File: config.mk
export PLATFORM = sky130hd
export DESIGN_NAME = csr_unit_top
export DESIGN_NICKNAME = d
export VERILOG_FILES = /design/src/design/csr_pkg.sv /design/src/design/csr_decode.sv /design/src/design/csr_retire.sv /design/src/design/csr_file.sv /design/src/design/csr_unit_top.sv
export SDC_FILE = /design/constraint.sdc
export NUM_CORES = 1
export LEC_CHECK = 0
export BUFFER_PORTS_ARGS = -buffer_cell sky130_fd_sc_hd__buf_2
export CAP_MARGIN = 20
export CORE_MARGIN = 3
export CORE_UTILIZATION = 53
export DETAILED_ROUTE_END_ITERATION = 10
export GPL_TIMING_DRIVEN = 0
export PLACE_DENSITY_LB_ADDON = 0.2
export SETUP_SLACK_MARGIN = 0.3
export SYNTH_ARGS = -nofsm -noshare
export SYNTH_HDL_FRONTEND = slang
export SYNTH_HIERARCHICAL = 1
export SYNTH_SLANG_ARGS = --single-unit
File: constraint.sdc
create_clock -name clk -period 2.85 [get_ports clk]
set_input_delay 0 -clock clk [delete_from_list [all_inputs] [get_ports clk]]
set_output_delay 0 -clock clk [all_outputs]
set_load 0.1 [all_outputs]
File: src/design/csr_pkg.sv
// CSR unit shared definitions
// addresses, opcodes, causes and request structs

`default_nettype none

package csr_pkg;

    //////////////////////////////////////////////////
    // widths
    //////////////////////////////////////////////////
    localparam int XLEN       = 32;
    localparam int CSR_ADDR_W = 12;
    // bit 5 interrupt flag, bits 4..0 cause
    localparam int EXP_CODE_W = 6;

    //////////////////////////////////////////////////
    // csr address map
    //////////////////////////////////////////////////
    localparam logic [CSR_ADDR_W-1:0] ADDR_MSTATUS  = 12'h300;
    localparam logic [CSR_ADDR_W-1:0] ADDR_MEPC     = 12'h341;
    localparam logic [CSR_ADDR_W-1:0] ADDR_MCAUSE   = 12'h342;
    localparam logic [CSR_ADDR_W-1:0] ADDR_MCPUID   = 12'hF00;
    localparam logic [CSR_ADDR_W-1:0] ADDR_MIMPID   = 12'hF01;
    localparam logic [CSR_ADDR_W-1:0] ADDR_MESTATUS = 12'h7C0;

    // identity constants, read only
    localparam logic [XLEN-1:0] MCPUID_VAL = 32'h0000_0100;
    localparam logic [XLEN-1:0] MIMPID_VAL = 32'h0000_8000;

    // status words always report machine mode in bits 2..1
    localparam logic [1:0] STATUS_MODE_BITS = 2'b11;

    //////////////////////////////////////////////////
    // instruction encodings
    //////////////////////////////////////////////////
    localparam logic [6:0]      OPC_SYSTEM  = 7'b111_0011;
    localparam logic [XLEN-1:0] INSTR_ECALL = 32'h0000_0073;
    localparam logic [XLEN-1:0] INSTR_MRET  = 32'h3020_0073;

    typedef enum logic [1:0] {
        CSR_OP_NOP   = 2'b00,
        CSR_OP_WRITE = 2'b01,
        CSR_OP_SET   = 2'b10,
        CSR_OP_CLEAR = 2'b11
    } csr_op_e;

    //////////////////////////////////////////////////
    // trap causes
    //////////////////////////////////////////////////
    localparam logic [EXP_CODE_W-1:0] CAUSE_ILLEGAL = 6'd2;
    localparam logic [EXP_CODE_W-1:0] CAUSE_ECALL   = 6'd11;
    localparam logic [EXP_CODE_W-1:0] CAUSE_EXT_IRQ = 6'h20 | 6'd11;

    // decoded csr or system request, one per retiring instruction
    typedef struct packed {
        logic                  valid;
        csr_op_e               op;
        logic [CSR_ADDR_W-1:0] addr;
        logic [XLEN-1:0]       wdata;
        logic [XLEN-1:0]       pc;
        logic                  is_ecall;
        logic                  is_mret;
        logic                  illegal;
    } csr_req_t;

    // trap save / mret restore command to the register file
    typedef struct packed {
        logic                  save;
        logic                  restore;
        logic [EXP_CODE_W-1:0] code;
        logic [XLEN-1:0]       epc;
    } trap_cmd_t;

endpackage

`default_nettype wire

File: src/design/csr_decode.sv
// CSR instruction decoder

`timescale 1ns/1ps
`default_nettype none

module csr_decode
    import csr_pkg::*;
(
    input  wire logic            instr_valid_i,
    input  wire logic [XLEN-1:0] instr_i,
    input  wire logic [XLEN-1:0] pc_i,
    input  wire logic [XLEN-1:0] rs1_data_i,
    output csr_req_t             req_o
);

    //////////////////////////////////////////////////
    // instruction fields
    //////////////////////////////////////////////////
    logic [6:0]            opcode;
    logic [2:0]            funct3;
    logic [4:0]            rs1_idx;
    logic [CSR_ADDR_W-1:0] csr_addr;

    logic    is_system;
    logic    is_csr;
    logic    is_ecall;
    logic    is_mret;
    logic    addr_mapped;
    logic    addr_ro;
    csr_op_e op;

    // csr and system formats share field positions
    assign opcode   = instr_i[6:0];
    assign funct3   = instr_i[14:12];
    assign rs1_idx  = instr_i[19:15];
    assign csr_addr = instr_i[31:20];

    assign is_system = (opcode == OPC_SYSTEM);
    // funct3 low bits zero means priv group or reserved
    assign is_csr    = is_system && (funct3[1:0] != 2'b00);
    assign is_ecall  = (instr_i == INSTR_ECALL);
    assign is_mret   = (instr_i == INSTR_MRET);

    //////////////////////////////////////////////////
    // op select
    //////////////////////////////////////////////////
    always_comb begin
        case (funct3[1:0])
            2'b01:   op = CSR_OP_WRITE;
            2'b10:   op = CSR_OP_SET;
            2'b11:   op = CSR_OP_CLEAR;
            default: op = CSR_OP_NOP;
        endcase
        // set/clear with x0 or zero uimm writes nothing
        if ((op == CSR_OP_SET || op == CSR_OP_CLEAR) && rs1_idx == 5'd0) begin
            op = CSR_OP_NOP;
        end
        if (!is_csr) begin
            op = CSR_OP_NOP;
        end
    end

    //////////////////////////////////////////////////
    // address checks
    //////////////////////////////////////////////////
    always_comb begin
        case (csr_addr)
            ADDR_MSTATUS, ADDR_MEPC, ADDR_MCAUSE,
            ADDR_MCPUID, ADDR_MIMPID, ADDR_MESTATUS: addr_mapped = 1'b1;
            default:                                 addr_mapped = 1'b0;
        endcase
    end

    // identity registers
    assign addr_ro = (csr_addr == ADDR_MCPUID) || (csr_addr == ADDR_MIMPID);

    //////////////////////////////////////////////////
    // request
    //////////////////////////////////////////////////
    always_comb begin
        req_o.valid    = instr_valid_i && (is_csr || is_ecall || is_mret);
        req_o.op       = op;
        req_o.addr     = csr_addr;
        // funct3 bit 2 selects the immediate forms
        req_o.wdata    = funct3[2] ? {{(XLEN-5){1'b0}}, rs1_idx} : rs1_data_i;
        req_o.pc       = pc_i;
        req_o.is_ecall = instr_valid_i && is_ecall;
        req_o.is_mret  = instr_valid_i && is_mret;
        // unmapped, or any real write to a read-only register
        req_o.illegal  = instr_valid_i && is_csr &&
                         (!addr_mapped || (addr_ro && op != CSR_OP_NOP));
    end

endmodule

`default_nettype wire

File: src/design/csr_retire.sv
// CSR retire stage and trap decision

`timescale 1ns/1ps
`default_nettype none

module csr_retire
    import csr_pkg::*;
(
    input  wire logic     clk,
    input  wire logic     arst_n_i,
    input  wire csr_req_t req_i,
    input  wire logic     irq_i,
    input  wire logic     ie_i,
    output csr_req_t      acc_o,
    output trap_cmd_t     trap_o,
    output logic          rd_valid_o
);

    //////////////////////////////////////////////////
    // one-entry retire register
    //////////////////////////////////////////////////
    logic     valid_q;
    logic     irq_q;
    csr_req_t req_q;

    always_ff @(posedge clk or negedge arst_n_i) begin
        if (!arst_n_i) begin
            valid_q <= 1'b0;
            irq_q   <= 1'b0;
        end else begin
            valid_q <= req_i.valid;
            irq_q   <= irq_i;
        end
    end

    // payload only, qualified by valid_q
    always_ff @(posedge clk) begin
        req_q <= req_i;
    end

    //////////////////////////////////////////////////
    // trap priority
    //////////////////////////////////////////////////
    logic take_irq;
    logic take_ill;
    logic take_ecall;
    logic take_mret;
    logic take_acc;

    // ie_i already holds the write of the previous instruction
    // interrupt fires with or without a retiring csr op
    assign take_irq   = irq_q && ie_i;
    assign take_ill   = !take_irq && valid_q && req_q.illegal;
    assign take_ecall = !take_irq && valid_q && req_q.is_ecall;
    assign take_mret  = !take_irq && valid_q && req_q.is_mret;
    // plain legal access left over
    assign take_acc   = !take_irq && valid_q && !req_q.illegal &&
                        !req_q.is_ecall && !req_q.is_mret;

    always_comb begin
        trap_o.save    = take_irq || take_ill || take_ecall;
        trap_o.restore = take_mret;
        if (take_irq) begin
            trap_o.code = CAUSE_EXT_IRQ;
        end else if (take_ill) begin
            trap_o.code = CAUSE_ILLEGAL;
        end else begin
            trap_o.code = CAUSE_ECALL;
        end
        trap_o.epc = req_q.pc;
    end

    // cancelled or illegal access reaches the file as nop
    always_comb begin
        acc_o       = req_q;
        acc_o.valid = take_acc;
        if (!take_acc) begin
            acc_o.op = CSR_OP_NOP;
        end
    end

    assign rd_valid_o = take_acc;

    // decode never marks mret illegal, so a trap and a restore never meet
    assert property (@(posedge clk) disable iff (!arst_n_i)
        !(trap_o.save && trap_o.restore))
        else $error("trap save and mret restore in the same cycle");

endmodule

`default_nettype wire

File: src/design/csr_file.sv
// machine mode CSR register file

`timescale 1ns/1ps
`default_nettype none

module csr_file
    import csr_pkg::*;
(
    input  wire logic       clk,
    input  wire logic       arst_n_i,
    input  wire csr_req_t   acc_i,
    input  wire trap_cmd_t  trap_i,
    output logic [XLEN-1:0] rd_data_o,
    output logic            ie_o
);

    //////////////////////////////////////////////////
    // state
    //////////////////////////////////////////////////
    logic                  mstatus_ie_q;
    logic                  mstatus_ie_d;
    logic                  mestatus_ie_q;
    logic                  mestatus_ie_d;
    logic [XLEN-1:0]       mepc_q;
    logic [XLEN-1:0]       mepc_d;
    logic [EXP_CODE_W-1:0] mcause_q;
    logic [EXP_CODE_W-1:0] mcause_d;

    logic [XLEN-1:0] wr_data;
    logic            wr_en;

    //////////////////////////////////////////////////
    // read mux
    //////////////////////////////////////////////////
    always_comb begin
        case (acc_i.addr)
            ADDR_MSTATUS:  rd_data_o = {{(XLEN-3){1'b0}}, STATUS_MODE_BITS, mstatus_ie_q};
            ADDR_MEPC:     rd_data_o = mepc_q;
            // interrupt flag goes to the msb
            ADDR_MCAUSE:   rd_data_o = {mcause_q[5], {(XLEN-6){1'b0}}, mcause_q[4:0]};
            ADDR_MCPUID:   rd_data_o = MCPUID_VAL;
            ADDR_MIMPID:   rd_data_o = MIMPID_VAL;
            ADDR_MESTATUS: rd_data_o = {{(XLEN-3){1'b0}}, STATUS_MODE_BITS, mestatus_ie_q};
            default:       rd_data_o = '0;
        endcase
    end

    //////////////////////////////////////////////////
    // write / set / clear combine
    //////////////////////////////////////////////////
    always_comb begin
        wr_en = acc_i.valid;
        case (acc_i.op)
            CSR_OP_WRITE: wr_data = acc_i.wdata;
            CSR_OP_SET:   wr_data = rd_data_o | acc_i.wdata;
            CSR_OP_CLEAR: wr_data = rd_data_o & ~acc_i.wdata;
            default: begin
                wr_data = rd_data_o;
                wr_en   = 1'b0;
            end
        endcase
    end

    //////////////////////////////////////////////////
    // next state
    //////////////////////////////////////////////////
    always_comb begin
        mstatus_ie_d  = mstatus_ie_q;
        mestatus_ie_d = mestatus_ie_q;
        mepc_d        = mepc_q;
        mcause_d      = mcause_q;

        if (wr_en) begin
            case (acc_i.addr)
                // status words keep only the enable bit
                ADDR_MSTATUS:  mstatus_ie_d  = wr_data[0];
                ADDR_MEPC:     mepc_d        = wr_data;
                ADDR_MCAUSE:   mcause_d      = {wr_data[XLEN-1], wr_data[4:0]};
                ADDR_MESTATUS: mestatus_ie_d = wr_data[0];
                default: begin
                end
            endcase
        end

        // trap save wins over a csr write
        if (trap_i.save) begin
            mcause_d      = trap_i.code;
            mepc_d        = trap_i.epc;
            mestatus_ie_d = mstatus_ie_q;
            mstatus_ie_d  = 1'b0;
        end

        // mret
        if (trap_i.restore) begin
            mstatus_ie_d = mestatus_ie_q;
        end
    end

    always_ff @(posedge clk or negedge arst_n_i) begin
        if (!arst_n_i) begin
            mstatus_ie_q  <= 1'b0;
            mestatus_ie_q <= 1'b0;
            mepc_q        <= '0;
            mcause_q      <= '0;
        end else begin
            mstatus_ie_q  <= mstatus_ie_d;
            mestatus_ie_q <= mestatus_ie_d;
            mepc_q        <= mepc_d;
            mcause_q      <= mcause_d;
        end
    end

    assign ie_o = mstatus_ie_q;

    // retire stage must cancel the access whenever it saves a trap
    assert property (@(posedge clk) disable iff (!arst_n_i)
        !(acc_i.valid && (trap_i.save || acc_i.illegal)))
        else $error("csr access presented during trap save or while illegal");

endmodule

`default_nettype wire

File: src/design/csr_unit_top.sv
// CSR unit top level

`timescale 1ns/1ps
`default_nettype none

module csr_unit_top
    import csr_pkg::*;
(
    input  wire logic                  clk,
    input  wire logic                  arst_n_i,
    // retiring instruction
    input  wire logic                  instr_valid_i,
    input  wire logic [XLEN-1:0]       instr_i,
    input  wire logic [XLEN-1:0]       pc_i,
    input  wire logic [XLEN-1:0]       rs1_data_i,
    input  wire logic                  irq_i,
    // read result
    output logic                       rd_valid_o,
    output logic [XLEN-1:0]            rd_data_o,
    // trap report
    output logic                       trap_o,
    output logic [EXP_CODE_W-1:0]      trap_code_o,
    output logic [XLEN-1:0]            trap_epc_o,
    output logic                       ie_o
);

    //////////////////////////////////////////////////
    // internal links
    //////////////////////////////////////////////////
    csr_req_t  dec_req;
    csr_req_t  acc_req;
    trap_cmd_t trap_cmd;

    csr_decode u_decode (
        .instr_valid_i (instr_valid_i),
        .instr_i       (instr_i),
        .pc_i          (pc_i),
        .rs1_data_i    (rs1_data_i),
        .req_o         (dec_req)
    );

    // ie feeds back for the interrupt gate
    csr_retire u_retire (
        .clk        (clk),
        .arst_n_i   (arst_n_i),
        .req_i      (dec_req),
        .irq_i      (irq_i),
        .ie_i       (ie_o),
        .acc_o      (acc_req),
        .trap_o     (trap_cmd),
        .rd_valid_o (rd_valid_o)
    );

    csr_file u_file (
        .clk       (clk),
        .arst_n_i  (arst_n_i),
        .acc_i     (acc_req),
        .trap_i    (trap_cmd),
        .rd_data_o (rd_data_o),
        .ie_o      (ie_o)
    );

    // trap report fields
    assign trap_o      = trap_cmd.save;
    assign trap_code_o = trap_cmd.code;
    assign trap_epc_o  = trap_cmd.epc;

endmodule

`default_nettype wire

* After elaboration in Yosys (flattened, before gate mapping) *
Cells that the tools add are included.

storage, ports and cells
  register bits after elaboration = 123
  output and inout bits = 73
  word-level logic and storage cells = 107

operators by class
  eq/ne operators = 23
  muxes and demuxes = 24
  bitwise operators = 3
  reductions and logical operators = 43

operators with widths
  kind                                                   number
  case mux 32 bit (6 select lines)                       1
  two-way mux 32 bit                                     3
  case mux 32 bit (3 select lines)                       1
  equality test 12 x 10 -> 1 bit, second input constant  6
  equality test 12 bit, second input constant            4
  bitwise AND 32 bit                                     1
  equality test 32 x 30 -> 1 bit, second input constant  1
  equality test 32 x 7 -> 1 bit, second input constant   1
  inverter 32 bit                                        1
  bitwise OR 32 bit                                      1
  equality test 12 x 11 -> 1 bit, second input constant  2
  two-way mux 6 bit                                      4
  logical AND 1 bit                                      16
  equality test 2 bit, second input constant             6
  nonzero test 2 bit                                     6
  two-way mux 1 bit                                      9
  AND reduction 2 bit                                    4
  equality test 7 bit, second input constant             1
  logical OR 1 bit                                       7
  two-way mux 2 bit                                      3
  case mux 2 bit (3 select lines)                        1
  nonzero test 3 bit                                     2
  OR reduction 6 bit                                     1
  zero test 1 bit                                        5
  other kinds (5)                                        6

* Longest topological paths before layout *
Gate-level depths: netlist (run 1).

  depth in word-level cells = 13
  depth in mapped cells = 9
  mapped depth without buffers = 7

* By module *
Netlist (run 1), hierarchy kept.

by module, submodules not included
  module      times used  cells an instance  area an instance (um2)  sequential area each (um2)
  csr_file    1           337                2798.9                  1001.0
  csr_retire  1           213                2627.5                  1671.6
  csr_decode  1           119                850.8                   0.0

* Least setup slack after synthesis (run 1) *
No wires, ideal clock.

  kind = flip-flop to flip-flop
  start = reg u_retire.req_q (netlist bit u_retire/acc_o[67])
  end = reg u_file.mepc_q[0]
  setup time = 0.086 ns
  data arrival time = 3.039 ns
  path slack = -0.275 ns
  stages on the path, launching flop included = 8
  path buffers = 2
  path through = dfxtp_1 -> buf_4 -> clkbuf_1 -> nor3_1 -> nand4_1 -> o211ai_1 -> o21ai_0 -> o22ai_1

between the ends
  word-level cells in the longest chain between the ends = 7
  elaborated cells between the ends (all ways) = 15
  those cells by class = eq/ne (6); mux (5); bitwise (2); reduce/logical (2)

RTL lines
  element                                                       RTL line                        RTL
  from (decl)                                                   csr_retire.sv:24                csr_req_t req_q;
  from (signal assigned)                                        csr_retire.sv:38                req_q <= req_i;
  equality test 12 x 11 -> 1 bit, or another cell as far along  csr_file.sv:36                  case (acc_i.addr)
  case mux 32 bit (6 select lines) *                            csr_file.sv:36
  named net rd_data_o[0]                                        csr_unit_top.sv:19              output logic [XLEN-1:0] rd_data_o,
  bitwise AND 32 bit or bitwise OR 32 bit (tied branches)       csr_file.sv:56, csr_file.sv:55
  case mux 32 bit (3 select lines) *                            csr_file.sv:53                  case (acc_i.op)
  two-way mux 32 bit *                                          csr_file.sv:74                  case (acc_i.addr)
  two-way mux 32 bit *                                          csr_file.sv:73                  if (wr_en) begin
  two-way mux 32 bit *                                          csr_file.sv:86                  if (trap_i.save) begin
  to (signal assigned)                                          csr_file.sv:108                 mepc_q <= mepc_d;
  to (decl)                                                     csr_file.sv:24                  logic [XLEN-1:0] mepc_q;

The timed path passes the listed nets; every way through them passes the cells marked *. The select of a mux whose other input is x is not followed.
A chain may end at the register's enable or synchronous reset.

==> summary.txt, run 1 <==
Clock-pin slew on the worst setup and hold paths -> 0.06 ns
Average wire length per cell after detail routing -> 17.3 um
Post-route clock skew -> 0.0132 ns
Destination of the worst hold path -> u_retire/req_q[80]
Leftover overflow at the end of global routing -> 0
CTS Root Cell -> clkbuf_16
Hold Slack -> 0.0345 ns
Period utilization -> 85.0%
Transition time at the pin with the least slew margin -> 0.618 ns
Starting Density -> 54.8%
Setup slack after placement -> 0.376 ns
Netlist area before placement -> 6010 um^2
Wire length of the first global-routing pass -> 28300 um
Min-Delay Startpoint -> instr_i[13]
Initial antenna violation count -> 0
Area added between synthesis and finish -> 41.8%
Startpoint types -> flip-flop
Vertical die dimension -> 113 um
Largest buffer count on any clock path -> 2
Depth of the worst register-to-register path -> 8
Standard-cell row count -> 38
Number of top-level design ports -> 173
Maximum number of pins on one net before global-route repair -> 43
Relative slew slack -> 58.8%
Number of nets in the finished design -> 983
Number of setup violations in the final report -> 0
Via-per-instance ratio -> 5.26
Share of the core filled with cells -> 77.7%
Category of the critical setup timing path -> flip-flop to flip-flop
Area inside the core boundary -> 11000 um^2
Share of post-route cells with drive strength above 1 -> 37.1%
Count of warnings emitted by yosys -> 6
Endpoint kind of the worst setup timing path -> flip-flop
Number of detailed-routing iterations run before antenna repair -> 5
Clk sinks -> 123
Outcome -> finished, final reports clean
Destination of the worst register-to-register timing path -> u_file/mcause_q[1]
Overall power consumption -> 4620 uW
Highest achievable clock rate -> 413 MHz
Tot GR Track Use -> 28.4%
Post-route minimum period -> 2.42 ns
Maximum vdd drop -> 0.417 mV
Via count of the first global-routing pass -> 5721
Detailed-route wire length -> 17900 um
Number of vias after detailed routing -> 5448
FF-to-FF setup slack -> 0.43 ns
CTS H-tree depth -> 4
Total inserted antenna cells -> 0
Reported max-cap violation count -> 0
WP data required -> 3.13 ns
Count of input and output buffers -> 137
GP Congestion -> 0.903
Drt first-iter violations -> 328
Hold path cells -> 3
Static leakage -> 0.00403 uW
Data arrival at the endpoint of the critical path -> 2.70 ns
Placed wire-length estimate -> 11000 um
CTS buffer count -> 17
Worst hold path type -> input pin to flip-flop
Final non-filler cell total -> 1036
Synth Instances -> 634
Mapped Avg Cell Area -> 9.49 um^2
Antenna violation net count after detailed routing -> 0
Largest fanout on the critical path -> 9
Die outline area -> 12700 um^2
Die width -> 113 um
Skew-Pair Late Insertion Delay -> 0.42 ns
Setup slack after layout -> 0.427 ns
Count of final max-slew check failures -> 0
Count of final hold-check violations -> 0
Power Dens Cells -> 542 nW/um^2
Dpl cells -> 912
RSZ-0062 raised after global routing -> true
TritonCTS clock tree -> yes
Number of remaining DRC errors -> 0
Launching point of the worst reg2reg path -> u_file/ie_o
==> layer usage <==
| metal | wire, um | part of all wire [%] | GRT usage (%) |
|---|---|---|---|
| met5 | 0 | 0 | 0 |
| met4 | 510 | 2.8 | 12.6 |
| met3 | 1160 | 6.5 | 7.65 |
| met2 | 9130 | 51 | 50.0 |
| met1 | 7100 | 40 | 32.2 |
==> layout make-up <==
class | instances | area (um^2)
Buffer | 159 | 1160
Multi-Input combinational cell | 346 | 2230
Inverter | 7 | 26.3
Timing Repair Buffer | 229 | 1670
Tap cell | 140 | 175
Clock inverter | 9 | 111
Sequential cell | 123 | 2670
Clock buffer | 23 | 488
Fill cell | 692 | 2450
==> stage by stage <==
step,TNS [ns],cell area (um^2)
after floorplan,-0.274,6080
after global placement,0,6940
after detailed placement,0,6940
after CTS,0,8500
after global routing,0,8530
final,0,8530
==> placed cells by master (no fill, tap or decap), types with 6 or more instances in the layout <==
cell type      instances
a21oi_1               14
a22oi_1               28
and2_1                29
and3b_1               13
buf_2                124
buf_4                146
clkbuf_1              18
clkbuf_16             17
clkbuf_8               6
dfrtp_1               41
dfxtp_1               81
dlygate4sd3_1         91
inv_1                  7
mux2i_1                6
nand2_1               45
nand2b_1               6
nand4_1                7
nor2_1                 7
nor2b_1               33
nor4_1                 6
o2111ai_1              7
o21ai_0               44
o21ai_1               21
xnor2_1                6
==> worst max-delay path by stage <==
stage | start | end | slack [ns] | depth (start not counted)
3_3_place_gp | u_file/ie_o | u_file/mepc_q[2] | 0.38 | 8
6_report | u_file/ie_o | u_file/mcause_q[1] | 0.43 | 8
4_1_cts | u_retire/acc_o[70] | rd_data_o[10] | 0.31 | 7
3_5_place_dp | u_file/ie_o | u_file/mcause_q[1] | 0.38 | 8
5_1_grt | u_file/ie_o | u_file/mepc_q[8] | 0.27 | 8
2_1_floorplan | u_retire/acc_o[67] | u_file/mepc_q[0] | -0.11 | 7
==> where the power goes <==
group | switching (uW) | total [uW] | leakage [uW] | internal (uW)
combinational | 354 | 634 | 0.00249 | 279
clock | 792 | 2180 | 0.000290 | 1380
sequential | 18.8 | 1810 | 0.00125 | 1790
==> critical path, stage by stage (launching register included) <==
cell and delay (ns):
dfrtp_2 0.44, nand2_1 0.18, and4_1 0.22, clkbuf_2 0.21, o21a_1 0.26, nand4bb_1 0.14
clkbuf_1 0.28, nor4_1 0.44, o31ai_1 0.10
==> flip-flops by register name, summed over array words and instances, names as in the netlist <==
name and count:
u_file/ie_o 1, u_file/mcause_q 6, u_retire/acc_o 79, u_file/mepc_q 32
u_retire/valid_q 1, u_retire/req_q 2, u_file/mestatus_ie_q 1, u_retire/irq_q 1
==> repair_timing <==
item                                    4_1_cts  5_1_grt
setup buffers                                 0        0
endpoints found under the setup margin       20       37
pin swaps                                     0        0
hold endpoints to repair                    125        0
hold buffers                                 91        0
resized for setup                            22        3
No activity file was read; power rests on OpenSTA's default activity.
==> run 2: changes to the inputs <==
REMOVE_ABC_BUFFERS = 1   (was default)
==> run 2 against run 1 <==
  * Count of clock-buffer cells in the layout fell by 3
  * Clock power rose by 6%
  * Utilization fell by 7.8 points
  * Non-clock buffer count fell by 118
  * Sequential cell count did not move
  * Sequential power barely moved
  * Hold slack got worse by 0.014 ns
  * Cell count fell by 11%
  * Die area did not move
  * Global-route usage fell by 4.3 points
  * Routed wire length fell by 15%
  * Critical path type is now flip-flop to output pin
  * Critical endpoint is now rd_data_o[29]
==> summary.txt, run 2 (synthesis gave the netlist of run 1 again) <==
Skew-Pair Late Insertion Delay -> 0.42 ns (about the same)
Hold Slack -> 0.0203 ns (-0.0142 ns)
Highest achievable clock rate -> 407 MHz (-1.5%)
Number of detailed-routing iterations run before antenna repair -> 5 (unchanged)
Antenna violation net count after detailed routing -> 0 (unchanged)
Share of post-route cells with drive strength above 1 -> 30.0% (-7.1 points)
Multi-input combinational cell area -> 2270 um^2 (+1.6%)
Endpoint kind of the worst setup timing path -> output pin
Wire length of the first global-routing pass -> 24200 um (-14%)
Leftover overflow at the end of global routing -> 0 (unchanged)
Drt first-iter violations -> 320 (-2.4%)
Count of final max-slew check failures -> 0 (unchanged)
Tot GR Track Use -> 24.0% (-4.3 points)
Category of the critical setup timing path -> flip-flop to output pin
TritonCTS clock tree -> yes
Via-per-instance ratio -> 5.34 (+1.5%)
CTS Root Cell -> clkbuf_16
Count of final hold-check violations -> 0 (unchanged)
Startpoint types -> flip-flop
Largest fanout on the critical path -> 26 (+17)
Final non-filler cell total -> 920 (-11%)
Die width -> 113 um (unchanged)
Reported max-cap violation count -> 0 (unchanged)
Number of top-level design ports -> 173 (unchanged)
Count of input and output buffers -> 169 (+23%)
Flip-flop count of the largest register after layout -> 79 (unchanged)
Largest buffer count on any clock path -> 2 (unchanged)
CTS H-tree depth -> 4 (unchanged)
Detailed-route wire length -> 15200 um (-15%)
Die outline area -> 12700 um^2 (unchanged)
Area added between synthesis and finish -> 27.5%
Initial antenna violation count -> 0 (unchanged)
Relative slew slack -> 50.6% (-8.2 points)
Static leakage -> 0.00350 uW (-13%)
Overall power consumption -> 4640 uW (+0.42%)
Total inserted antenna cells -> 0 (unchanged)
Power Dens Cells -> 605 nW/um^2 (+12%)
Number of remaining DRC errors -> 0 (unchanged)
Dpl cells -> 786 (-14%)
Worst hold path type -> input pin to flip-flop
Maximum vdd drop -> 0.730 mV (+75%)
Standard-cell row count -> 38 (unchanged)
Post-route clock skew -> 0.00720 ns (-0.00605 ns)
Outcome -> finished, final reports clean
Post-route minimum period -> 2.46 ns (+0.0366 ns)
Average wire length per cell after detail routing -> 16.6 um (-4.1%)
Via count of the first global-routing pass -> 5061 (-12%)
Placed wire-length estimate -> 9000 um (-18%)
WP data required -> 2.85 ns (-0.28 ns)
GP Congestion -> 0.879 (-2.6%)
Total of fill cells in the finished design -> 824 (+19%)
Area inside the core boundary -> 11000 um^2 (unchanged)
Clk sinks -> 123 (unchanged)
Sum of negative setup slack -> 0 ns (unchanged)
CTS buffer count -> 17 (unchanged)
Commonest non-fill, non-tap cell in the layout -> buf_2
Number of vias after detailed routing -> 4912 (-9.8%)
Period utilization -> 86.3% (+1.3 points)
Starting Density -> 54.8% (unchanged)
Commonest non-fill, non-tap cells in the layout -> buf_2, dlygate4sd3_1, dfxtp_1, nand2_1, o21ai_0
Vertical die dimension -> 113 um (unchanged)
Number of nets in the finished design -> 867 (-12%)
Data arrival at the endpoint of the critical path -> 2.46 ns (-0.24 ns)
Maximum number of pins on one net before global-route repair -> 48 (+12%)
Number of setup violations in the final report -> 0 (unchanged)
RSZ-0062 raised after global routing -> true
Clock-pin slew on the worst setup and hold paths -> 0.06 ns (about the same)
Transition time at the pin with the least slew margin -> 0.741 ns (+0.123 ns)
Total area of sequential cells -> 2670 um^2 (unchanged)
-- run 2: cell count changes in the layout (fill, tap and decap cells not counted), sizes merged --
cell      delta
and4         +1
bufinv       +3
nand4        +1
clkbuf      -12
clkinvlp     -1
buf        -109
clkinv       +3
inv          -2
-- run 2: power breakdown --
| group | internal (uW) | switching (uW) |
|---|---|---|
| Sequential | 1790 | 43.6 |
| Combinational | 183 | 295 |
| Clock | 1570 | 756 |
| Total | 3540 | 1090 |
-- run 2: per-stage QoR --
| stage | setup WS [ns] | utilization [%] | cell area, um^2 |
|---|---|---|---|
| after floorplan | -0.734 | - | 4890 |
| after CTS | 0.310 | 69.0 | 7580 |
| after global routing | 0.271 | 69.8 | 7670 |
| after global placement | -0.848 | 53.8 | 5910 |
| after detailed placement | -0.864 | 54.0 | 5940 |
| final | 0.391 | 69.8 | 7670 |
-- run 2: layout make-up --
class,count,area share [%]
clock buffer,20,5.82
multi-input combinational,348,29.6
sequential,123,34.9
timing repair buffer,270,24.6
tap,140,2.28
clock inverter,12,2.54
inverter,7,0.343
-- run 2: metal layers --
| metal | vias up | track usage [%] | routed length (um) |
|---|---|---|---|
| met2 | 196 | 40.7 | 7630 |
| li1 | 2335 | - | - |
| met4 | 0 | 11.2 | 471 |
| met3 | 40 | 5.82 | 961 |
| met5 | - | 0 | 0 |
| met1 | 2341 | 28.8 | 6180 |
-- run 2: worst max-delay path: stages (launching register included) --
cell and delay (ns):
dfxtp_1 0.51, nor4b_4 0.46, and3_4 0.46, and2_1 0.17
buf_2 0.42
-- run 2: worst paths after layout --
check                                   start           endpoint  slack (ns)  cells after the start
setup reg to reg                  u_file/ie_o   u_file/mepc_q[1]        0.41                      7
setup / recovery           u_retire/acc_o[68]      rd_data_o[29]        0.39                      4
hold / removal                    instr_i[13]  u_retire/acc_o[0]        0.02                      3
min in group asynchronous            arst_n_i   u_file/mepc_q[7]        0.09                      2
max in group asynchronous            arst_n_i   u_file/mepc_q[2]        2.25                      3
hold reg to reg            u_retire/acc_o[27]  u_file/mepc_q[24]        0.45                      2
-- run 2: what timing repair did --
item,in CTS,in global routing
cloned,1,1
hold buffers,91,0
pin swaps,2,3
setup buffers,6,2
setup endpoints to repair,70,42
resized for setup,11,16
hold endpoints to repair,125,0
